File: config.mk
export PLATFORM = sky130hd
export DESIGN_NAME = instrDecode_flat
export DESIGN_NICKNAME = d
export VERILOG_FILES = /design/src/hdl/cpuPkg.sv /design/src/hdl/cpuIfs.sv /design/src/hdl/instrDecode.sv /design/src/flat_wrapper.sv
export VERILOG_INCLUDE_DIRS = /design/src /design/src/hdl
export SDC_FILE = /design/constraint.sdc
export NUM_CORES = 1
export LEC_CHECK = 0
export BUFFER_PORTS_ARGS = -buffer_cell sky130_fd_sc_hd__buf_2
export CORE_AREA = 5 5 115 117
export CTS_BUF_LIST = sky130_fd_sc_hd__clkbuf_4
export DETAILED_ROUTE_END_ITERATION = 8
export DIE_AREA = 0 0 120 122
export GPL_ROUTABILITY_DRIVEN = 0
export HOLD_SLACK_MARGIN = 0.12
export PLACE_DENSITY = 0.9
export RECOVER_POWER = 25
export SLEW_MARGIN = 5
export SYNTH_ARGS = -nofsm -noshare
export SYNTH_HDL_FRONTEND = slang
export SYNTH_SLANG_ARGS = --single-unit
export TNS_END_PERCENT = 20
File: constraint.sdc
create_clock -name clk -period 6.5 [get_ports clk]
set_clock_uncertainty 0.05 [all_clocks]
set_input_delay 1.625 -clock clk [delete_from_list [all_inputs] [get_ports clk]]
set_output_delay 1.625 -clock clk [all_outputs]
set_load 0.01 [all_outputs]
File: src/hdl/cpuParams.svh
`ifndef CPU_PARAMS_SVH
`define CPU_PARAMS_SVH

// Core sizing

`define DATA_WIDTH 32  // Word size
`define REG_COUNT  16  // Includes the hardwired zero register
`define MEM_DEPTH  256 // Words, not bytes

`endif
File: src/hdl/cpuPkg.sv
`default_nettype none

package cpuPkg;

    typedef enum logic [1:0] {
        CLS_MOVI = 2'b00, // Immediate arithmetic
        CLS_ALUR = 2'b01, // Register arithmetic
        CLS_MEM  = 2'b10,
        CLS_BR   = 2'b11
    } opClassE;

    // Pairs not decoded by the execute unit act as no-ops
    typedef enum logic [3:0] {
        SUB_MOV  = 4'h0,
        SUB_STR  = 4'h1,
        SUB_LDR  = 4'h2,
        SUB_BEQ  = 4'h4,
        SUB_BNE  = 4'h5,
        SUB_ADDS = 4'h9,
        SUB_SUBS = 4'hA
    } subOpE;

    typedef struct packed {
        logic n;
        logic z;
        logic c; // Not-borrow on subtract
        logic v;
    } flagsT;

    // Bit 31 down to bit 0
    typedef struct packed {
        opClassE     cls;
        subOpE       subOp;
        logic [3:0]  dest;
        logic [3:0]  srcA;
        logic        setFlags;
        logic        spare;
        logic [15:0] imm; // Low nibble doubles as source B
    } instrT;

endpackage

`default_nettype wire

File: src/hdl/cpuIfs.sv
`timescale 1ns/1ps
`default_nettype none

`include "cpuParams.svh"

// Decoded operation, one strobe per instruction and no back-pressure
interface execOpIf;
    import cpuPkg::*;

    logic                          valid;
    opClassE                       cls;
    subOpE                         subOp;
    logic [$clog2(`REG_COUNT)-1:0] dest;
    logic                          setFlags;
    logic [15:0]                   imm;
    logic [`DATA_WIDTH-1:0]        opA;
    logic [`DATA_WIDTH-1:0]        opB; // Store data for STR

    modport src (
        output valid, cls, subOp, dest, setFlags, imm, opA, opB
    );

    modport sink (
        input valid, cls, subOp, dest, setFlags, imm, opA, opB
    );
endinterface

interface regWriteIf;
    logic                          en;
    logic [$clog2(`REG_COUNT)-1:0] addr;
    logic [`DATA_WIDTH-1:0]        data;

    modport src (
        output en, addr, data
    );

    modport sink (
        input en, addr, data
    );

    modport mon (
        input en, addr, data // Forwarding tap
    );
endinterface

`default_nettype wire

File: src/hdl/instrDecode.sv
`timescale 1ns/1ps
`default_nettype none

`include "cpuParams.svh"

module instrDecode (
    input  logic                          clk,
    input  logic                          rst,
    input  logic                          instrValid,
    input  logic [31:0]                   instr,
    output logic [$clog2(`REG_COUNT)-1:0] rdAddrA,
    output logic [$clog2(`REG_COUNT)-1:0] rdAddrB,
    input  logic [`DATA_WIDTH-1:0]        rdDataA,
    input  logic [`DATA_WIDTH-1:0]        rdDataB,
    regWriteIf.mon                        wbMon,
    execOpIf.src                          op
);
    import cpuPkg::*;

    logic                   validQ;
    logic [31:0]            instrQ;
    instrT                  ins;
    logic [`DATA_WIDTH-1:0] immExt;
    logic                   fwdA;
    logic                   fwdB;
    logic [`DATA_WIDTH-1:0] opA;
    logic [`DATA_WIDTH-1:0] opB;

    always_ff @(posedge clk or posedge rst) begin
        if (rst) begin
            validQ <= 1'b0;
        end else begin
            validQ <= instrValid;
        end
    end

    always_ff @(posedge clk) begin
        if (instrValid) begin
            instrQ <= instr;
        end
    end

    assign ins    = instrT'(instrQ);
    assign immExt = {{(`DATA_WIDTH-16){ins.imm[15]}}, ins.imm};

    assign rdAddrA = ins.srcA;
    assign rdAddrB = (ins.cls == CLS_MEM) ? ins.dest : ins.imm[3:0]; // Store data via port B

    // Result being written this cycle bypasses the register file
    assign fwdA = wbMon.en && (wbMon.addr != '0) && (wbMon.addr == rdAddrA);
    assign fwdB = wbMon.en && (wbMon.addr != '0) && (wbMon.addr == rdAddrB);
    assign opA  = fwdA ? wbMon.data : rdDataA;
    assign opB  = (ins.cls == CLS_MOVI) ? immExt : (fwdB ? wbMon.data : rdDataB);

    always_ff @(posedge clk or posedge rst) begin
        if (rst) begin
            op.valid <= 1'b0;
        end else begin
            op.valid <= validQ;
        end
    end

    always_ff @(posedge clk) begin
        if (validQ) begin
            op.cls      <= ins.cls;
            op.subOp    <= ins.subOp;
            op.dest     <= ins.dest;
            op.setFlags <= ins.setFlags;
            op.imm      <= ins.imm;
            op.opA      <= opA;
            op.opB      <= opB;
        end
    end

    // Loaded word is not back in time for the instruction right behind the load
    assert property (@(posedge clk) disable iff (rst)
        validQ && op.valid && (op.cls == CLS_MEM) && (op.subOp == SUB_LDR)
        && (op.dest != '0) && (ins.cls != CLS_BR) && (ins.subOp != SUB_MOV)
        |-> (rdAddrA != op.dest));

endmodule

`default_nettype wire

File: src/flat_wrapper.sv
// flat-port wrapper written by rule: the top's interface ports become plain ports
module instrDecode_flat import cpuPkg::*;
  (clk, rst, instrValid, instr, rdAddrA, rdAddrB, rdDataA, rdDataB, wbMon_en, wbMon_addr, wbMon_data, op_valid, op_cls, op_subOp, op_dest, op_setFlags, op_imm, op_opA, op_opB);
  regWriteIf wbMon_i ();
  execOpIf op_i ();
  input  logic clk;
  input  logic rst;
  input  logic instrValid;
  input  logic [31:0] instr;
  output logic [$clog2(`REG_COUNT)-1:0] rdAddrA;
  output logic [$clog2(`REG_COUNT)-1:0] rdAddrB;
  input  logic [`DATA_WIDTH-1:0] rdDataA;
  input  logic [`DATA_WIDTH-1:0] rdDataB;
  input wire logic [$bits(wbMon_i.en)-1:0] wbMon_en;
  input wire logic [$bits(wbMon_i.addr)-1:0] wbMon_addr;
  input wire logic [$bits(wbMon_i.data)-1:0] wbMon_data;
  output wire logic [$bits(op_i.valid)-1:0] op_valid;
  output wire logic [$bits(op_i.cls)-1:0] op_cls;
  output wire logic [$bits(op_i.subOp)-1:0] op_subOp;
  output wire logic [$bits(op_i.dest)-1:0] op_dest;
  output wire logic [$bits(op_i.setFlags)-1:0] op_setFlags;
  output wire logic [$bits(op_i.imm)-1:0] op_imm;
  output wire logic [$bits(op_i.opA)-1:0] op_opA;
  output wire logic [$bits(op_i.opB)-1:0] op_opB;
  assign wbMon_i.en = wbMon_en;
  assign wbMon_i.addr = wbMon_addr;
  assign wbMon_i.data = wbMon_data;
  assign op_valid = op_i.valid;
  assign op_cls = op_i.cls;
  assign op_subOp = op_i.subOp;
  assign op_dest = op_i.dest;
  assign op_setFlags = op_i.setFlags;
  assign op_imm = op_i.imm;
  assign op_opA = op_i.opA;
  assign op_opB = op_i.opB;
  instrDecode u_core (.clk(clk), .rst(rst), .instrValid(instrValid), .instr(instr), .rdAddrA(rdAddrA), .rdAddrB(rdAddrB), .rdDataA(rdDataA), .rdDataB(rdDataB), .wbMon(wbMon_i), .op(op_i));
endmodule
==> parameters.txt <==
Parameter                              Value

Flow run
  Maximum Capacitance Violations ... 1

Global routing
  Largest net degree at the start of global routing ... 93
  Initial antenna violation count ... 2
  Wire length of the first global-routing pass ... 24600 µm
  Grt total ovfl ... 0
  GRT Resource Usage Total ... 22.0%
  Vias in the first global route ... 4707

STA
  Maximum frequency from static timing analysis ... 257 MHz
  Pin slew with the least headroom to its limit ... 3.75 ns
  Setup-violating endpoint count in the final report ... 0
  Slew headroom ... -150%
  WHS ... 0.383 ns
  Period Utilization, post-route ... 59.9%
  Hold violation total from the final report ... 0
  Total count of max-transition violations in the final report ... 93
  Minimum clock period ... 3.89 ns
  RSZ-0062 raised after global routing ... false
  Setup_tns ... 0 ns

Route
  Number of detailed-routing iterations run before antenna repair ... 5
  Number of vias in the routed layout ... 4545
  Final WL ... 16100 µm
  Detail-routed via count per cell ... 5.79
  Post-detailed-route wirelength per cell ... 20.5 µm
  Number of antenna-violating nets in the routed design ... 0
  DRC Markers ... 0
  Count of routing violations after the opening detailed-route iteration ... 492

Clocking
  Number of CTS-inserted buffers ... 17
  Cell at the root of the clock tree ... sky130_fd_sc_hd__clkbuf_4
  CTS tree ... done
  Clock latency of the later-clocked register in the worst-skew pair ... 0.53 ns
  Post-CTS setup repair buffer count ... 0
  Clock H-tree levels ... 4
  Number of hold-repair buffers added at the cts stage ... 0
  Number of buffers on the longest clock path ... 2
  Post-cts resize count ... 0
  Clock slew seen by the registers of the worst setup and hold paths ... 0.11 ns
  Clock tree sinks ... 124

Pwr
  Leakage power figure ... 2.90 nW
  Post-route total power ... 1.93 mW
  Pwr per Cell Area ... 261 mW/mm²
  Sequential power share ... 51.8%
  Share of total power in combinational logic ... 19.0%
  Internal power of the cells ... 1.37 mW
  Sw frac ... 29.1%
  Worst IR drop on VDD ... 0.152 mV
  P_sw ... 0.561 mW
  Part of the power in the clock network ... 29.2%

Synthesis
  Unique masters post-synth ... 27
  Seq cells post-synth ... 124
  Dominant register cell in the synthesized netlist ... sky130_fd_sc_hd__edfxtp_1
  Top cells by count, synth ... sky130_fd_sc_hd__edfxtp_1, sky130_fd_sc_hd__mux2_2, sky130_fd_sc_hd__nand4_1
  Number of standard cells after synthesis ... 408
  Most frequent cell after synthesis ... sky130_fd_sc_hd__edfxtp_1
  Async set-or-reset flop fraction in the synthesized netlist ... 1.61%
  Net count after synthesis ... 544
  Count of flip-flops with a built-in enable after synthesis ... 122
  Share of Yosys cell area claimed by the top area cell type ... 62.6%
  Area contributors post-synth ... sky130_fd_sc_hd__edfxtp_1, sky130_fd_sc_hd__o41ai_2, sky130_fd_sc_hd__mux2_2
  Share of synthesized area occupied by flip-flops and latches ... 63.5%
  Yosys top cell by area ... sky130_fd_sc_hd__edfxtp_1
  Synth Area per Inst ... 14.3 µm²
  Mapped cell area ... 0.00585 mm²
  Number of warning messages in the yosys log ... 0

Critical path
  Highest-delay cell along the critical path ... sky130_fd_sc_hd__or3_2
  Crit path buf inv count ... 2
  Slowest stage delay, CP ... 0.92 ns
  CP required ... 6.69 ns
  Cell class contributing the biggest share of worst-path delay ... compound AO/OA/AOI/OAI gates
  Maximum fanout encountered on the critical timing path ... 33
  Type of element capturing the critical path ... flop
  Launching element type of the critical path ... primary input
  Category of the most critical setup path ... in -> reg
  CP arrival ... 4.08 ns
  CP cell instances ... buf_2 -> o41a_2 -> inv_2 -> or3_2 -> o41ai_2 -> a31oi_1

Placement
  Count of buffers from port buffering ... 234
  Post-detail-place hpwl ... 11000 µm

Die
  Height of the die ... 122 µm
  Count of boundary I/O pins ... 236
  Die span in x ... 120 µm
  Initial standard-cell utilization of the core ... 47.7%
  Row Count ... 41
  Core box area ... 0.0123 mm²
  Die ar. ... 0.0146 mm²

Status
  Violations in the final reports ... max-capacitance violations, max-slew violations
  Outcome ... finished, violations left

Cells and area
  FILL cells ... 962
  Net count reported at finish ... 756
  Share of post-route cells with drive strength above 1 ... 55.0%
  Signed area change from the synthesized netlist to the final layout ... 26.0%

Min path
  Hold Crit Class ... reg -> reg
area by class of cell:
type | count | area, µm² | share of cell area (%)
antenna | 2 | 5.00 | 0.0679
clock buffer | 19 | 143 | 1.93
clock inverter | 13 | 150 | 2.04
inverter | 5 | 18.8 | 0.254
multi-input combinational | 234 | 1960 | 26.5
sequential | 124 | 3710 | 50.3
tap | 150 | 188 | 2.54
timing repair buffer | 238 | 1200 | 16.3
per-stage QoR:
step	cell area (µm²)	setup slack, ns	utilization, %	cells
final	7380	2.61	60.2	785
after global routing	7380	2.56	60.2	785
after CTS	7380	2.70	60.2	783
after detailed placement	7080	2.11	57.8	751
after global placement	7080	2.20	57.8	751
after floorplan	5850	3.37	-	408
layer usage:
| layer | wire (µm) | track usage [%] | vias up |
|---|---|---|---|
| met5 | 0 | 0 | - |
| met4 | 593 | 11.4 | 0 |
| met3 | 1490 | 7.10 | 51 |
| met2 | 8040 | 37.2 | 284 |
| met1 | 5930 | 25.0 | 2163 |
| li1 | - | - | 2047 |
cells by family after synthesis:
family | share of synthesized area (%)
simple gates | 10.3
buf+inv | 4.77
flops | 63.5
xor+xnor | 1.50
mux | 7.50
compound gates | 12.5
final timing paths:
path | startpoint | slack (ns) | end | depth (start not counted)
worst max-delay path | wbMon_addr[3] | 2.61 | u_core.op.opB[18] | 6
worst min-delay path | u_core.ins[27] | 0.38 | u_core.op.subOp[1] | 0
worst max register to register | u_core.validQ | 2.99 | u_core.op.opA[17] | 0
worst min register to register | u_core.ins[27] | 0.38 | u_core.op.subOp[1] | 0
max in group asynchronous | rst | 5.42 | u_core.validQ | 2
min in group asynchronous | rst | 0.88 | u_core.op.valid | 2
cell usage in the layout, fill, tap and decap left out, drive strengths merged:
cell	instances
a21boi	1
a21oi	1
a31oi	32
buf	237
bufinv	3
clkbuf	20
clkinv	7
clkinvlp	3
dfrtp	2
diode	2
edfxtp	122
inv	5
mux2	33
mux2i	3
nand2	32
nand2b	4
nand4	33
nor2	17
nor2b	1
nor3	32
o41a	1
o41ai	32
or2	1
or3	1
xnor2	7
xor2	3
state kept, by name, indices dropped and copies added (netlist names):
name,cells
u_core.ins,31
u_core.op.cls,2
u_core.op.dest,4
u_core.op.imm,16
u_core.op.opA,32
u_core.op.opB,32
u_core.op.setFlags,1
u_core.op.subOp,4
u_core.op.valid,1
u_core.validQ,1
power by group through the flow:
| stage | combinational (mW) | sequential (mW) | clock, mW |
|---|---|---|---|
| 6_report | 0.365 | 0.999 | 0.564 |
| 5_1_grt | 0.392 | 1.01 | 0.615 |
| 3_5_place_dp | 0.364 | 1.02 | 0 |
| 3_3_place_gp | 0.349 | 1.01 | 0 |
| 2_1_floorplan | 0.191 | 1.04 | 0 |
| 4_1_cts | 0.365 | 0.998 | 0.573 |
Note: power is estimated with default switching activity, not from simulation.
