===== src/hdl/cpuParams.svh =====
`ifndef CPU_PARAMS_SVH
`define CPU_PARAMS_SVH

// Core sizing

`define DATA_WIDTH 32  // Word size
`define REG_COUNT  16  // Includes the hardwired zero register
`define MEM_DEPTH  256 // Words, not bytes

`endif

===== src/hdl/cpuPkg.sv =====
`default_nettype none

package cpuPkg;

    typedef enum logic [1:0] {
        CLS_MOVI = 2'b00, // Immediate arithmetic
        CLS_ALUR = 2'b01, // Register arithmetic
        CLS_MEM  = 2'b10,
        CLS_BR   = 2'b11
    } opClassE;

    // Pairs not decoded by the execute unit act as no-ops
    typedef enum logic [3:0] {
        SUB_MOV  = 4'h0,
        SUB_STR  = 4'h1,
        SUB_LDR  = 4'h2,
        SUB_BEQ  = 4'h4,
        SUB_BNE  = 4'h5,
        SUB_ADDS = 4'h9,
        SUB_SUBS = 4'hA
    } subOpE;

    typedef struct packed {
        logic n;
        logic z;
        logic c; // Not-borrow on subtract
        logic v;
    } flagsT;

    // Bit 31 down to bit 0
    typedef struct packed {
        opClassE     cls;
        subOpE       subOp;
        logic [3:0]  dest;
        logic [3:0]  srcA;
        logic        setFlags;
        logic        spare;
        logic [15:0] imm; // Low nibble doubles as source B
    } instrT;

endpackage

`default_nettype wire


===== src/hdl/cpuIfs.sv =====
`timescale 1ns/1ps
`default_nettype none

`include "cpuParams.svh"

// Decoded operation, one strobe per instruction and no back-pressure
interface execOpIf;
    import cpuPkg::*;

    logic                          valid;
    opClassE                       cls;
    subOpE                         subOp;
    logic [$clog2(`REG_COUNT)-1:0] dest;
    logic                          setFlags;
    logic [15:0]                   imm;
    logic [`DATA_WIDTH-1:0]        opA;
    logic [`DATA_WIDTH-1:0]        opB; // Store data for STR

    modport src (
        output valid, cls, subOp, dest, setFlags, imm, opA, opB
    );

    modport sink (
        input valid, cls, subOp, dest, setFlags, imm, opA, opB
    );
endinterface

interface regWriteIf;
    logic                          en;
    logic [$clog2(`REG_COUNT)-1:0] addr;
    logic [`DATA_WIDTH-1:0]        data;

    modport src (
        output en, addr, data
    );

    modport sink (
        input en, addr, data
    );

    modport mon (
        input en, addr, data // Forwarding tap
    );
endinterface

`default_nettype wire


===== src/hdl/executeUnit.sv =====
`timescale 1ns/1ps
`default_nettype none

`include "cpuParams.svh"

module executeUnit (
    input  logic                          clk,
    input  logic                          rst,
    execOpIf.sink                         op,
    regWriteIf.src                        wr,
    output logic                          memWrite,
    output logic                          memRead,
    output logic [$clog2(`MEM_DEPTH)-1:0] memAddr,
    output logic [`DATA_WIDTH-1:0]        memWData,
    input  logic [`DATA_WIDTH-1:0]        memRData,
    output cpuPkg::flagsT                 flags,
    output logic                          branchTaken,
    output logic [15:0]                   branchOffset
);
    import cpuPkg::*;

    localparam int dataW = `DATA_WIDTH;

    logic                          isArith;
    logic                          isSub;
    logic                          isMov;
    logic                          isStr;
    logic                          isLdr;
    logic [dataW-1:0]              immExt;
    logic [dataW:0]                sum;
    logic [dataW-1:0]              aluRes;
    logic [dataW-1:0]              addrFull;
    flagsT                         nextFlags;
    logic                          ldPend;
    logic [$clog2(`REG_COUNT)-1:0] ldDest;

    assign isArith = ((op.cls == CLS_MOVI) || (op.cls == CLS_ALUR))
                     && ((op.subOp == SUB_ADDS) || (op.subOp == SUB_SUBS));
    assign isSub   = op.subOp == SUB_SUBS;
    assign isMov   = (op.cls == CLS_MOVI) && (op.subOp == SUB_MOV);
    assign isStr   = (op.cls == CLS_MEM) && (op.subOp == SUB_STR);
    assign isLdr   = (op.cls == CLS_MEM) && (op.subOp == SUB_LDR);

    assign immExt = {{(dataW-16){op.imm[15]}}, op.imm};
    assign sum    = isSub ? ({1'b0, op.opA} - {1'b0, op.opB})
                          : ({1'b0, op.opA} + {1'b0, op.opB});
    assign aluRes = isMov ? immExt : sum[dataW-1:0];

    always_comb begin
        nextFlags.n = aluRes[dataW-1];
        nextFlags.z = aluRes == '0;
        nextFlags.c = isSub ? ~sum[dataW] : sum[dataW];
        // Operand signs agree for add, differ for sub, and the result sign flips
        nextFlags.v = ((op.opA[dataW-1] ^ op.opB[dataW-1]) == isSub)
                      && (aluRes[dataW-1] != op.opA[dataW-1]);
    end

    always_ff @(posedge clk or posedge rst) begin
        if (rst) begin
            flags  <= '0;
            ldPend <= 1'b0;
        end else begin
            if (op.valid && isArith && op.setFlags) begin
                flags <= nextFlags;
            end
            ldPend <= memRead && (op.dest != '0);
        end
    end

    always_ff @(posedge clk) begin
        if (memRead) begin
            ldDest <= op.dest;
        end
    end

    assign addrFull = op.opA + immExt;
    assign memAddr  = addrFull[$clog2(`MEM_DEPTH)-1:0]; // Wraps at memory depth
    assign memWData = op.opB;
    assign memWrite = op.valid && isStr;
    assign memRead  = op.valid && isLdr;

    always_comb begin
        wr.en   = 1'b0;
        wr.addr = op.dest;
        wr.data = aluRes;
        if (ldPend) begin // Returning load owns the port
            wr.en   = 1'b1;
            wr.addr = ldDest;
            wr.data = memRData;
        end else if (op.valid && (isArith || isMov) && (op.dest != '0)) begin
            wr.en = 1'b1;
        end
    end

    // Z comes from the registered flags, which already hold a preceding ADDS or SUBS
    assign branchTaken  = op.valid && (op.cls == CLS_BR)
                          && (((op.subOp == SUB_BEQ) && flags.z)
                           || ((op.subOp == SUB_BNE) && !flags.z));
    assign branchOffset = op.imm;

    // A returning load and a new result cannot share the write port
    assert property (@(posedge clk) disable iff (rst)
        ldPend |-> !(op.valid && (isArith || isMov) && (op.dest != '0)));

endmodule

`default_nettype wire


===== src/flat_wrapper.sv =====
// flat-port wrapper written by rule: the top's interface ports become plain ports
module executeUnit_flat import cpuPkg::*;
  (clk, rst, memWrite, memRead, memAddr, memWData, memRData, flags, branchTaken, branchOffset, op_valid, op_cls, op_subOp, op_dest, op_setFlags, op_imm, op_opA, op_opB, wr_en, wr_addr, wr_data);
  execOpIf op_i ();
  regWriteIf wr_i ();
  input  logic clk;
  input  logic rst;
  output logic memWrite;
  output logic memRead;
  output logic [$clog2(`MEM_DEPTH)-1:0] memAddr;
  output logic [`DATA_WIDTH-1:0] memWData;
  input  logic [`DATA_WIDTH-1:0] memRData;
  output cpuPkg::flagsT flags;
  output logic branchTaken;
  output logic [15:0] branchOffset;
  input wire logic [$bits(op_i.valid)-1:0] op_valid;
  input wire logic [$bits(op_i.cls)-1:0] op_cls;
  input wire logic [$bits(op_i.subOp)-1:0] op_subOp;
  input wire logic [$bits(op_i.dest)-1:0] op_dest;
  input wire logic [$bits(op_i.setFlags)-1:0] op_setFlags;
  input wire logic [$bits(op_i.imm)-1:0] op_imm;
  input wire logic [$bits(op_i.opA)-1:0] op_opA;
  input wire logic [$bits(op_i.opB)-1:0] op_opB;
  output wire logic [$bits(wr_i.en)-1:0] wr_en;
  output wire logic [$bits(wr_i.addr)-1:0] wr_addr;
  output wire logic [$bits(wr_i.data)-1:0] wr_data;
  assign op_i.valid = op_valid;
  assign op_i.cls = op_cls;
  assign op_i.subOp = op_subOp;
  assign op_i.dest = op_dest;
  assign op_i.setFlags = op_setFlags;
  assign op_i.imm = op_imm;
  assign op_i.opA = op_opA;
  assign op_i.opB = op_opB;
  assign wr_en = wr_i.en;
  assign wr_addr = wr_i.addr;
  assign wr_data = wr_i.data;
  executeUnit u_core (.clk(clk), .rst(rst), .op(op_i), .wr(wr_i), .memWrite(memWrite), .memRead(memRead), .memAddr(memAddr), .memWData(memWData), .memRData(memRData), .flags(flags), .branchTaken(branchTaken), .branchOffset(branchOffset));
endmodule

===== config.mk =====
export PLATFORM = sky130hd
export DESIGN_NAME = executeUnit_flat
export DESIGN_NICKNAME = d
export VERILOG_FILES = /design/src/hdl/cpuPkg.sv /design/src/hdl/cpuIfs.sv /design/src/hdl/executeUnit.sv /design/src/flat_wrapper.sv
export VERILOG_INCLUDE_DIRS = /design/src /design/src/hdl
export SDC_FILE = /design/constraint.sdc
export NUM_CORES = 1
export LEC_CHECK = 0
export BUFFER_PORTS_ARGS = -buffer_cell sky130_fd_sc_hd__buf_2
export CAP_MARGIN = 25
export CORE_UTILIZATION = 51
export CTS_CLUSTER_SIZE = 24
export DETAILED_ROUTE_END_ITERATION = 6
export HOLD_SLACK_MARGIN = 0.1
export PLACE_DENSITY = 0.89
export SLEW_MARGIN = 20
export SYNTH_ARGS = -nofsm -noshare
export SYNTH_HDL_FRONTEND = slang
export SYNTH_SLANG_ARGS = --single-unit

===== constraint.sdc =====
create_clock -name clk -period 6.5 [get_ports clk]
set_input_delay 0.325 -clock clk [delete_from_list [all_inputs] [get_ports clk]]
set_output_delay 0.325 -clock clk [all_outputs]
set_load 0.01 [all_outputs]

==> results of run 1 <==
[final timing paths]
check	slack (ns)	cells after the start	to
worst max-delay path	1.43	20	wr_data[31]
max in group asynchronous	5.80	3	u_core.flags[1]$_DFFE_PP0P_
worst min-delay path	0.30	1	u_core.ldDest[0]$_DFFE_PP_
worst min register to register	0.49	2	u_core.flags[3]$_DFFE_PP0P_
worst max register to register	5.67	2	u_core.flags[1]$_DFFE_PP0P_
min in group asynchronous	0.53	3	u_core.flags[2]$_DFFE_PP0P_
[cell type report]
cell class              count  area [µm²]  area share
multi-input cells         527        3620       0.683
repair buffers            230        1170       0.220
flip-flops and latches      9         245      0.0463
well taps                 105         131      0.0248
inverters                  23        86.3      0.0163
clock buffers               3        41.3     0.00780
clock inverters             1        5.00    0.000946
[kinds of logic (layout without fill, tap and decap cells)]
family | after synthesis | in the layout
AOI/OAI and AO/OA | 189 | 189
xor gates and xnor gates | 51 | 51
adders and majority gates | 42 | 42
buffers and inverters | 91 | 257
DFF | 9 | 9
muxes | 18 | 18
and+or+nand+nor | 227 | 227
[metal layers]
layer	track usage	routed length, µm
met2	0.515	6280
met5	0	0
met3	0.0225	999
met1	0.392	6100
met4	0.102	377
[worst register-to-register path: cells and delay by family, from the launching register on]
kind / cells / cell delay, ns
flops: 1 / 0.37
compound gates: 2 / 0.34
[sequential cells by signal, summed over array words and instances, names as in the netlist]
signal	count
u_core.flags	4
u_core.ldDest	4
u_core.ldPend	1
[placed cells by master (no fill, tap or decap), types with 10 or more instances in the layout]
cell type / netlist / layout
mux2i_1: 10 / 10
o21ai_0: 31 / 31
a21o_1: 19 / 19
nor4_1: 10 / 10
nand2_1: 47 / 47
buf_2: 0 / 225
ha_1: 40 / 40
xnor2_1: 31 / 31
nand3_1: 14 / 14
nor2_1: 59 / 59
nor3_1: 22 / 22
and2_1: 11 / 11
inv_1: 23 / 23
xor2_1: 20 / 20
a21oi_1: 58 / 58
[through the flow]
step / hold WS, ns / power (µW) / worst slack (ns) / cell area (µm²) / std cells
final: 0.297 / 720 / 1.43 / 5290 / 898
after global placement: 0.226 / 637 / 1.64 / 5240 / 893
after floorplan: 0.104 / 460 / 2.19 / 4380 / 627
after CTS: 0.296 / 713 / 1.49 / 5290 / 898
after detailed placement: 0.230 / 643 / 1.54 / 5240 / 893
after global routing: 0.293 / 787 / 1.16 / 5290 / 898
[power by group through the flow]
| stage | Clock, µW | Combinational (µW) | Sequential [µW] |
|---|---|---|---|
| detailed placement | 0 | 575 | 67.9 |
| finish | 67.1 | 586 | 67.0 |
| CTS | 67.2 | 579 | 67.0 |
| global route | 72.0 | 647 | 67.6 |
| global placement | 0 | 569 | 67.9 |
| floorplan | 0 | 391 | 69.8 |
==> results, run 1 <==
- Ranked by total cell area, the synthesized netlist is headed by ha_1 11%, buf_4 8.2%, a21oi_1 6.6%, xnor2_1 6.2%, nor2_1 5.1%.
- The area of the die is 8970 µm².
- Cell internal power was estimated by the tool at 364 µW.
- The cell taking the most area after synthesis is ha_1.
- The half-perimeter wire length after placement is 11,400 µm.
- For this run, the share of the core covered by cells in the final layout is 0.641.
- The maximum clock skew at final layout is 0 ns.
- Entering global routing, the biggest net connects 34 pins.
- The root cell of the clock tree is clkbuf_8.
- The worst setup path is launched from a primary input.
- The launch point of the worst reg-to-reg path is u_core.flags[1]$_DFFE_PP0P_.
- Traced cell by cell, the critical path runs through buf_2 -> inv_1 -> ha_1 -> or2b_2 -> nand2b_2 -> or4_4 -> o31ai_1 -> xor2_1 -> ha_1 -> a21o_1 -> a21o_1 -> a21o_1 -> a21oi_1 -> a21oi_1 -> o2111a_1 -> o21ai_0 -> mux2i_1 -> and2_1 -> a21oi_1 -> buf_2.
- The minimum clock period is 5.07 ns.
- Setup repair after global routing left no endpoint under its margin.
- Wires add up to 13,800 µm.
- The total iterations of the first detailed-routing run is 5.
- The fraction of synthesized cell area taken by the top area cell type is 0.114.
- In the synthesized netlist the dominant register cell turns out to be dfrtp_1.
- The area overhead of the layout relative to synthesis is 20.7%.
- The first global-routing pass estimated 21,500 µm of wire.
- The total number of vias is 5,223.
- Counting flops with a built-in enable in the synthesized netlist gives 4.
- The maximum vdd drop is 0.0477 mV.
- The max-slew violation total from the final report is 0.
- Clock tree synthesis inserted a total of 3 buffers.
- Counting every net in the synthesized netlist gives 795.
- The chip height is 94.7 µm.
- The via-per-instance ratio is 5.82.
- In this run the worst path has a maximum fanout of 7.
- The number of core rows is 33.
- Together, buffers and inverters on the worst path number 3.
- The via count of the first global-routing pass is 4,614.
- The max-cap violation count is 0.
- The TritonCTS clock tree is built.
- The final critical-path share of the clock period is 0.781.
- The share of total power dissipated in combinational logic is 0.814.
- The total overflow left after global routing is 0.
- The net count reported at finish is approximately 960.
- For this run, the register share of the synthesized area comes to 0.0559.
- Clock-pin slew was measured on the worst setup and hold paths at 0.05 ns.
- The commonest cells after synthesis are 59 x nor2_1, 58 x a21oi_1, 48 x buf_4, 47 x nand2_1, 40 x ha_1.
- The initial antenna violation count was 0.
- The post-route setup TNS is 0 ns.
- The cell count after synthesis came out at 627.
- The number of library cell types mapped by synthesis is 68.
- The post-synth design cell area is 4380 µm².
- The power per cell area is 136 nW/µm².
- The maximum buffer depth of the clock tree is 2.
- The number of antenna diodes in the final layout is 0.
- The number of ports placed on the die boundary is approximately 230.
- The worst hold path begins at op_dest[0].
- STA puts the critical path data required time at 6.17 ns.
- The most repeated cell in the gate-level netlist after synthesis is nor2_1.
- The layout has just under 800 filler cells.
- The fraction of the mapped netlist area in adder cells is 0.123.
- The post-detailed-route DRC marker count is 0.
- The area of the core is 8260 µm².
- In this run the remaining antenna-violating nets after routing total 0.
- Of the post-synthesis cell area, the part taken by muxes is 0.0434.
- The critical path is of the primary input to output port type.
- Of the total synthesized cell area, the portion taken by AND, OR, NAND and NOR gates is 0.275.
- After clock tree synthesis, the flow added hold-fix buffers numbering 1.
- In this run the worst setup path begins at op_opB[1].
- The number of setup buffers added after CTS is 0.
- The proportion of total power due to net switching is 0.494.
- The congestion estimate from routability-driven global placement came to around 0.95.
- At the worst endpoint, the arrival time is 4.75 ns.
- The fraction of registers with async set or reset after synthesis is 0.556.
- At the pin with the least slew margin, the transition time is 0.952 ns.
- In this run the worst hold path is classified as primary input to register.
- The analysis attributes to net switching a power of roughly 360 µW.
- For this run, the slowest stage of the critical path takes 0.48 ns.
- The analysis attributes to cell leakage a power of 0.00272 µW.
- Timing would allow up to 0.197 GHz.
- The global router's overall resource usage is 0.300.
- Of the total power, the clock network draws 0.093.
- The post-synthesis sequential element count is 9.
- The die is 94.7 µm wide.
- In the final layout, the share of cells above drive strength 1 is 0.327.
- The first routing iteration left 269 violations.
- The synthesized area per cell is 6.99 µm².
- The compound-gate portion of the synthesized area came to 0.281.
- In the final routed layout, each cell accounts on average for 15.3 µm.
- The total number of clock tree sinks is 9.
- Measured against its own limit, the worst slew margin works out to 0.360.
- The total of buffers placed on input and output ports is about 230.
- The Yosys step of the flow raised 0 warnings.
- Gates resized during post-CTS repair numbered 0.
- The effective utilization at floorplan is 0.531.
- The number of endpoints with negative hold slack in the final report was 0.
- STA classifies the critical path endpoint as an output port.
- Of the total synthesized cell area, the portion taken by XOR and XNOR cells is 0.102.
- The largest family of logic cells by synthesized area is compound AO/OA/AOI/OAI gates.
- Of the total power, registers draw 0.093.
- CTS built an H-tree with a depth of 1.
- On the critical path, the stage with the largest delay is an instance of or4_4.
- The kind of cell adding the most delay to the critical path is compound AO/OA/AOI/OAI gates.
- Setup violations remaining at the end of the flow were counted as 0.
- At the later pin of the worst-skew pair, clock insertion delay measures between 0.2 and 0.25 ns.
- The flow ran to the end, and the final reports show no timing, DRC or antenna violations.
Power figures use the tool's default switching activity.
==> run 2: changes to the inputs <==
--- a/config.mk
+++ b/config.mk
@@ -6,13 +6,14 @@
 export SDC_FILE = /design/constraint.sdc
 export NUM_CORES = 1
 export LEC_CHECK = 0
+export ABC_AREA = 1
 export BUFFER_PORTS_ARGS = -buffer_cell sky130_fd_sc_hd__buf_2
 export CAP_MARGIN = 25
-export CORE_UTILIZATION = 51
+export CORE_UTILIZATION = 45
 export CTS_CLUSTER_SIZE = 24
 export DETAILED_ROUTE_END_ITERATION = 6
 export HOLD_SLACK_MARGIN = 0.1
-export PLACE_DENSITY = 0.89
+export PLACE_DENSITY = 0.8
 export SLEW_MARGIN = 20
 export SYNTH_ARGS = -nofsm -noshare
 export SYNTH_HDL_FRONTEND = slang
==> constraint.sdc (replaced) <==
create_clock -name clk -period 4.35 [get_ports clk]
set_input_delay 0.2175 -clock clk [delete_from_list [all_inputs] [get_ports clk]]
set_output_delay 0.2175 -clock clk [all_outputs]
set_load 0.01 [all_outputs]
==> results, run 2 <==
- The run finished with clean final reports.
- Clock tree synthesis selected as its root buffer the cell clkbuf_16.
- TritonCTS built the clock tree.
- The fraction of synthesized cell area taken by the top area cell type is 0.245.
- The type of the most critical hold path is primary input to register.
- The first-pass GRT wire length is between 20,000 and 30,000 µm.
- STA classifies the critical path startpoint as a primary input.
- The sequential element share of the synthesized area is 0.0477.
- The setup check on the worst reg-to-reg path leaves a slack of around 3.7 ns.
- The arrival time of the worst setup path is 3.44 ns.
- The region available for standard cell placement spans 11,000 µm².
- In the detailed route, the total length drawn on met3 is around 1000 µm.
- The max-slew violation total from the final report is 0.
- The maximum buffer depth of the clock tree is 2.
- After layout, the minimum clock period comes to about 3.7 ns.
- Along the worst hold path, the cell count comes to 1.
- At the pin with the least slew margin, the transition time is 0.994 ns.
- The clock arrives with 0 ns of skew.
- The maximum net fanout on the critical path is 5.
- The master of the slowest instance on the critical path is nor2_1.
- Before antenna repair, the detailed router went through 5 iterations.
- The total number of clock tree sinks is 9.
- The average instance in the mapped netlist occupies 5.14 µm².
- The worst setup path category is primary input to output port.
- The number of endpoints with negative hold slack in the final report is 0.
- STA classifies the critical path endpoint as an output port.
- The final route contains 6,500 vias.
- CTS built an H-tree with a depth of 1.
- Power spread over the standard cell area amounts to 189 nW/µm².
- Counting every net in the synthesized netlist gives 1,168.
- The global-route congestion overflow total is 0.
- The total CTS buffers is 3.
- The endpoint of the worst hold-timing path is u_core.ldDest[2]$_DFFE_PP_.
- The number of setup buffers added after CTS is 0.
- The number of ports placed on the die boundary is 226.
- The maximum number of pins on one net before global-route repair is 43.
- Dividing the final minimum period by the clock period gives 0.840.
- The number of core rows is 38.
- The synthesized design contains 4 enable-type register cells.
- The maximum single-stage delay on the critical path is 0.34 ns.
- The via count of the first global-routing pass is 5,499.
- In the synthesized netlist the dominant register cell turns out to be dfrtp_1.
- The routability-driven placement congestion ratio is 0.878.
- After clock tree synthesis, the clock-pin slew on the worst setup and hold paths is 0.04 ns.
- The latest clock arrival within the worst-skew pair is 0.23 ns.
- The global router's overall resource usage is 0.266.
- The detailed router finished its first iteration with 392 violations.
- The number of buffers and inverters on the critical path is 5.
- Setup repair after global routing left no endpoint under its margin.
- Setup violations remaining at the end of the flow were counted as 0.
- The area overhead of the layout relative to synthesis is 19.0%.
- In the final timing run, aggregate negative setup slack is 0 ns.
- The total inserted antenna cells is 0.
- In this run, distinct cell masters in the synthesized netlist total 36.
- After detailed routing, no signal wire sits above met4.
- The max-cap violation count is 0.
- The largest registers in the layout are u_core.flags (4), u_core.ldDest (4), u_core.ldPend (1).
- The top cell types in the final layout, fill and taps aside, are 335 x nand2_1, 225 x buf_2, 173 x inv_1, 110 x nor2_1, 79 x nand3_1.
- The width of the chip is around 110 µm.
- Yosys printed 0 warnings.
- The cell taking the most area after synthesis is nand2_1.
- From bottom edge to top edge, the die measures 109 µm.
- The cell area that synthesis handed to floorplanning was 5140 µm².
- Synthesis handed over a netlist of 1,000 instances.
- The post-cts repair resize count is 0.
- The tightest slew margin relative to the limit is 0.336.
- Buffers placed on the I/O ports in this run total 225.
- The signal on the critical path passes through buf_2 -> inv_1 -> ha_1 -> inv_1 -> nor2_1 -> nand3_1 -> nor2_1 -> nand3_1 -> o21ai_0 -> xor2_1 -> ha_1 -> a21oi_1 -> inv_1 -> nor2_1 -> nand2_1 -> a21oi_1 -> nand2_1 -> nand2_1 -> nand3_1 -> a21oi_1 -> buf_2.
- After filler insertion, the fill cell instance count of the layout stands at 1,199.
- The highest clock frequency the design can meet is 0.274 GHz.
- The met1 routed wirelength after detailed routing is 7720 µm.
- The launch point of the worst hold path is op_dest[2].
- Among all cell types in the netlist, the one instantiated most often is nand2_1.
- The mean routed wirelength per cell is 12.4 µm.
- The half-perimeter wire length after placement is between 10,000 and 15,000 µm.
- For this run, asynchronously set or reset flops after synthesis account for 0.556.
- The final layout contains between 1,000 and 1,500 nets.
- The kind of cell adding the most delay to the critical path is simple AND/OR/NAND/NOR gates.
- The analysis attributes to cell leakage a power of approximately 0.0038 µW.
- Across the VDD grid, the largest voltage drop is 0.304 mV.
- The effective utilization at floorplan is 0.468.
- The overall power after layout is 1160 µW.
- In this run the remaining antenna-violating nets after routing total 0.
- The data required time of the critical path is 4.13 ns.
- The launch point of the worst reg-to-reg path is u_core.flags[2]$_DFFE_PP0P_.
- The area of the die is 11,900 µm².
- The worst flop-to-flop path endpoint is u_core.flags[2]$_DFFE_PP0P_.
- The share of post-route cells with drive strength above 1 is 0.217.
- Leaving out fill and tap cells, the most frequent cell in the layout is nand2_1.
- The worst hold slack across all endpoints is 0.201 ns.
- In the synthesized netlist, the cells that appear most often are 335 x nand2_1, 173 x inv_1, 110 x nor2_1, 79 x nand3_1, 49 x buf_4.
- The post-synthesis sequential element count is 9.
- The initial antenna violation count is 0.
- Yosys attributes the largest share of cell area to nand2_1 24%, inv_1 13%, ha_1 9.7%, nor2_1 8.0%, nand3_1 7.7%.
- Measured in cells, the most critical reg-to-reg path has a length of 2.
- In the routed design, unresolved DRC markers number 0.
- Wires add up to 16,300 µm.
- The detailed route wirelength on metal2 is 7320 µm.
- The via-per-instance ratio is just under 5.
[run 2: power by group]
part / internal, µW / leakage, µW / switching (µW)
registers: 95.9 / 0.000103 / 4.50
logic: 336 / 0.00370 / 557
clock network: 122 / 0.0000382 / 40.0
total: 555 / 0.00384 / 602
[run 2: metal layers]
layer,GRT usage,up-vias
met5,0,-
met4,0.0521,0
met3,0.0108,15
met2,0.472,247
met1,0.355,2841
li1,-,3397
[run 2: through the flow]
step	instance area [µm²]	setup slack (ns)	util	cells
2_1_floorplan	5140	1.45	-	1000
3_3_place_gp	6030	0.735	0.549	1304
3_5_place_dp	6030	0.721	0.549	1304
4_1_cts	6110	0.708	0.557	1309
5_1_grt	6110	0.245	0.557	1309
6_report	6110	0.697	0.557	1309
[run 2: logic make-up after synthesis]
| kind of cell | Yosys count | synth area share |
|---|---|---|
| fa+ha+maj | 42 | 0.105 |
| flops | 9 | 0.0477 |
| xor+xnor | 39 | 0.0665 |
| compound gates | 90 | 0.0947 |
| buf+inv | 239 | 0.213 |
| simple gates | 581 | 0.473 |
[run 2: cell type report]
| type | instances | area [µm²] | area share |
|---|---|---|---|
| clock buffers | 4 | 78.8 | 0.0129 |
| well taps | 140 | 175 | 0.0286 |
| inverters | 175 | 657 | 0.107 |
| flip-flops and latches | 9 | 245 | 0.0401 |
| repair buffers | 229 | 1160 | 0.189 |
| multi-input cells | 752 | 3800 | 0.621 |
[run 2: what timing repair did]
item / in CTS / in global routing
hold buffers: 1 / 0
endpoints found under the setup margin: 0 / 0
hold endpoints to repair: 5 / 0
[run 2: worst max path at each step]
stage | from | slack, ns | depth (start not counted) | end
6_report | op_opB[0] | 0.70 | 21 | wr_data[29]
4_1_cts | op_opB[1] | 0.71 | 22 | wr_data[26]
2_1_floorplan | op_opB[1] | 1.45 | 21 | wr_data[30]
5_1_grt | op_opB[1] | 0.25 | 23 | wr_data[31]
3_5_place_dp | op_opB[1] | 0.72 | 22 | wr_data[26]
3_3_place_gp | op_opB[0] | 0.74 | 22 | wr_data[31]
==> run 3: changes to the inputs <==
==> constraint.sdc (replaced) <==
create_clock -name clk -period 3.3 [get_ports clk]
set_input_delay 0.165 -clock clk [delete_from_list [all_inputs] [get_ports clk]]
set_output_delay 0.165 -clock clk [all_outputs]
set_load 0.01 [all_outputs]
==> results, run 3 (synthesis results as in run 2) <==
- The flow ran to the end, but the final reports show violations.
- The final reports fail on negative setup slack.
- The via-per-instance ratio is 5.06.
- The area of the die is 11,900 µm².
- The tool flagged a number of max-cap violations equal to 0.
- Data on the critical path arrives at its endpoint at 3.24 ns.
- For the finished layout, the period the worst path requires is 3.41 ns.
- The area overhead of the layout relative to synthesis is 35.2%.
- The most prevalent standard cell on the critical path is nand2_2.
- In this run the number of H-tree levels came out at 1.
- The leading cell type in the layout, fill and taps excluded is nand2_1.
- The number of endpoints with negative hold slack in the final report was 0.
- The number of buffers and inverters on the critical path is 3.
- Hold is met by about 0.15 ns.
- Broken down by cell family, the worst path's largest delay share belongs to simple AND/OR/NAND/NOR gates.
- Of the cells placed in the final design, the portion with a size suffix greater than 1 is 0.328.
- The global router's overall resource usage is 0.282.
- Across the VDD grid, the largest voltage drop is around 0.37 mV.
- The number of ports placed on the die boundary is between 200 and 250.
- The filler cells instantiated in the layout total 1,127.
- The critical path is of the primary input to output port type.
- STA classifies the critical path endpoint as an output port.
- After legalization and detailed placement, the total HPWL measured 14,500 µm.
- The maximum clock skew at final layout is 0 ns.
- The number of cells on the worst reg-to-reg path is 2.
- In this run the worst path has a maximum fanout of 4.
- The net count reported at finish is 1,384.
- The pre-antenna-repair detailed-routing pass consisted of 7 iterations.
- The cell area after placement is roughly 6200 µm².
- The master of the slowest instance on the critical path is ha_1.
- In the routed design, unresolved DRC markers number 0.
- The global-route congestion overflow total is 0.
- The total number of vias is 6,852.
- The number of antenna diodes in the final layout is 0.
- The final critical-path share of the clock period is 1.03.
- Summed over all nets, the switching power comes to just under 900 µW.
- The final layout contains routed wiring with a total length of 17,700 µm.
- The cell leakage power is roughly 0.0041 µW.
- The number of clock buffers added by TritonCTS is 3.
- Setup violations remaining at the end of the flow were counted as 4.
- The post-route antenna net violation count is 0.
- The internal power is 835 µW.
- The worst register-to-register path begins at u_core.flags[2]$_DFFE_PP0P_.
- The slew of the pin with the lowest slew margin is 0.977 ns.
- In the layout the commonest cells are 307 x nand2_1, 219 x buf_2, 166 x inv_1, 87 x nor2_1, 70 x nand3_1.
- The critical path crosses 25 cells after its start point.
- The tightest min-delay check is of the primary input to register type.
- The area of the core is between 10,000 and 15,000 µm².
- In the final layout, the multi-input gates occupy about 4200 µm².
- The width of the chip is about 110 µm.
- Of the total power, the share spent switching nets is 0.513.
- The total of buffers placed on input and output ports is 225.
- The clock power share is 0.124.
- The effective utilization at floorplan is 0.468.
- The mean routed wirelength per cell is approximately 13 µm.
- The maximum buffer depth of the clock tree is 2.
- The max-slew violation total from the final report came to 0.
- The critical path ends at wr_data[31].
- Setup repair after global routing could not meet its margin everywhere.
- The via count of the first global-routing pass is 5,967.
- Static timing analysis puts the maximum clock frequency at 0.293 GHz.
- The overall power after layout is roughly 1700 µW.
- The power per cell area is around 250 nW/µm².
- The number of core rows is 38.
- For the worst-skew pair, the clock arrives at the later sink with an insertion delay of approximately 0.23 ns.
- With fillers left out, the area of the finished cells amounts to roughly 7000 µm².
- The worst register-to-register path ends at u_core.flags[2]$_DFFE_PP0P_.
- The first global-routing pass estimated between 20,000 and 30,000 µm of wire.
- The share of total power dissipated in sequential elements is 0.076.
- In this design, the stage delay of the slowest critical-path cell is 0.34 ns.
- In this run the clock root is driven by a clkbuf_16.
- The TritonCTS clock tree is built.
- Prior to clock tree synthesis, the placed netlist has a worst setup slack of -0.144 ns.
- The die is 109 µm tall.
- After layout, the worst setup slack is -0.107 ns.
- In the final layout, flip-flops and latches occupy around 250 µm².
- The most critical setup path has its startpoint at op_opB[0].
- Entering global routing, the biggest net connects 42 pins.
- The clock transition time at the flip-flop clock pins of the worst setup and hold paths is 0.04 ns.
- The register-to-register setup slack is 2.64 ns.
- The initial antenna violation count is 0.
- The startpoint class of the critical path is a primary input.
- For this design, the sink count on the clock tree is 9.
- The largest registers in the layout are u_core.flags (4), u_core.ldDest (4), u_core.ldPend (1).
- At the end of routability-driven placement, the weighted congestion stood at 0.909.
- In this run the tightest slew margin relative to its limit is 0.348.
- After the first detailed-routing iteration, the DRC count stood at 472.
- The data required time of the critical path is ~3.1 ns.
- The part of the total power dissipated in combinational logic is 0.800.
-- run 3: final cells by class --
type / count / area share
multi-input cells: 752 / 0.609
repair buffers: 274 / 0.223
inverters: 175 / 0.0952
flip-flops and latches: 9 / 0.0353
well taps: 140 / 0.0252
clock buffers: 4 / 0.0113
repair inverters: 1 / 0.00108
-- run 3: worst register-to-register path, delay by kind of cell (launching register included) --
| family | cells | cell delay (ns) |
|---|---|---|
| AND/OR/NAND/NOR | 2 | 0.14 |
| flip-flops | 1 | 0.41 |
-- run 3: how the worst min path moves through the flow --
stage | startpoint | end | slack [ns] | cells after the start
final | op_dest[2] | u_core.ldDest[2]$_DFFE_PP_ | 0.15 | 1
after global routing | op_dest[3] | u_core.ldDest[3]$_DFFE_PP_ | 0.15 | 1
after CTS | op_dest[2] | u_core.ldDest[2]$_DFFE_PP_ | 0.15 | 1
after detailed placement | rst | u_core.ldPend$_DFF_PP0_ | 0.07 | 2
after global placement | rst | u_core.flags[3]$_DFFE_PP0P_ | 0.07 | 2
after floorplan | rst | u_core.flags[0]$_DFFE_PP0P_ | -0.06 | 1
-- run 3: metal layers --
| layer | vias up | track usage | share of wire |
|---|---|---|---|
| li1 | 3502 | - | - |
| met1 | 3038 | 0.371 | 0.44 |
| met2 | 288 | 0.489 | 0.47 |
| met3 | 24 | 0.0347 | 0.081 |
| met4 | 0 | 0.0579 | 0.015 |
| met5 | - | 0 | 0 |
-- run 3: per-stage QoR --
| step | instances | util | TNS (ns) |
|---|---|---|---|
| final | 1355 | 0.633 | -0.223 |
| after global routing | 1355 | 0.633 | -2.75 |
| after CTS | 1344 | 0.588 | -0.0239 |
| after detailed placement | 1333 | 0.568 | -0.888 |
| after global placement | 1333 | 0.568 | -0.735 |
| after floorplan | 1000 | - | 0 |
-- run 3: power groups by stage --
stage	clock network [µW]	registers [µW]	logic (µW)
finish	213	131	1370
CTS	213	130	1240
global route	219	132	1520
detailed placement	0	132	1210
global placement	0	132	1200
floorplan	0	136	782
-- run 3: repair_timing --
item	4_1_cts	5_1_grt
gates resized for setup	19	118
hold buffers	1	0
pin swaps	9	55
buffers inserted	6	10
setup endpoints to repair	7	26
gates cloned	0	1
hold endpoints to repair	5	0
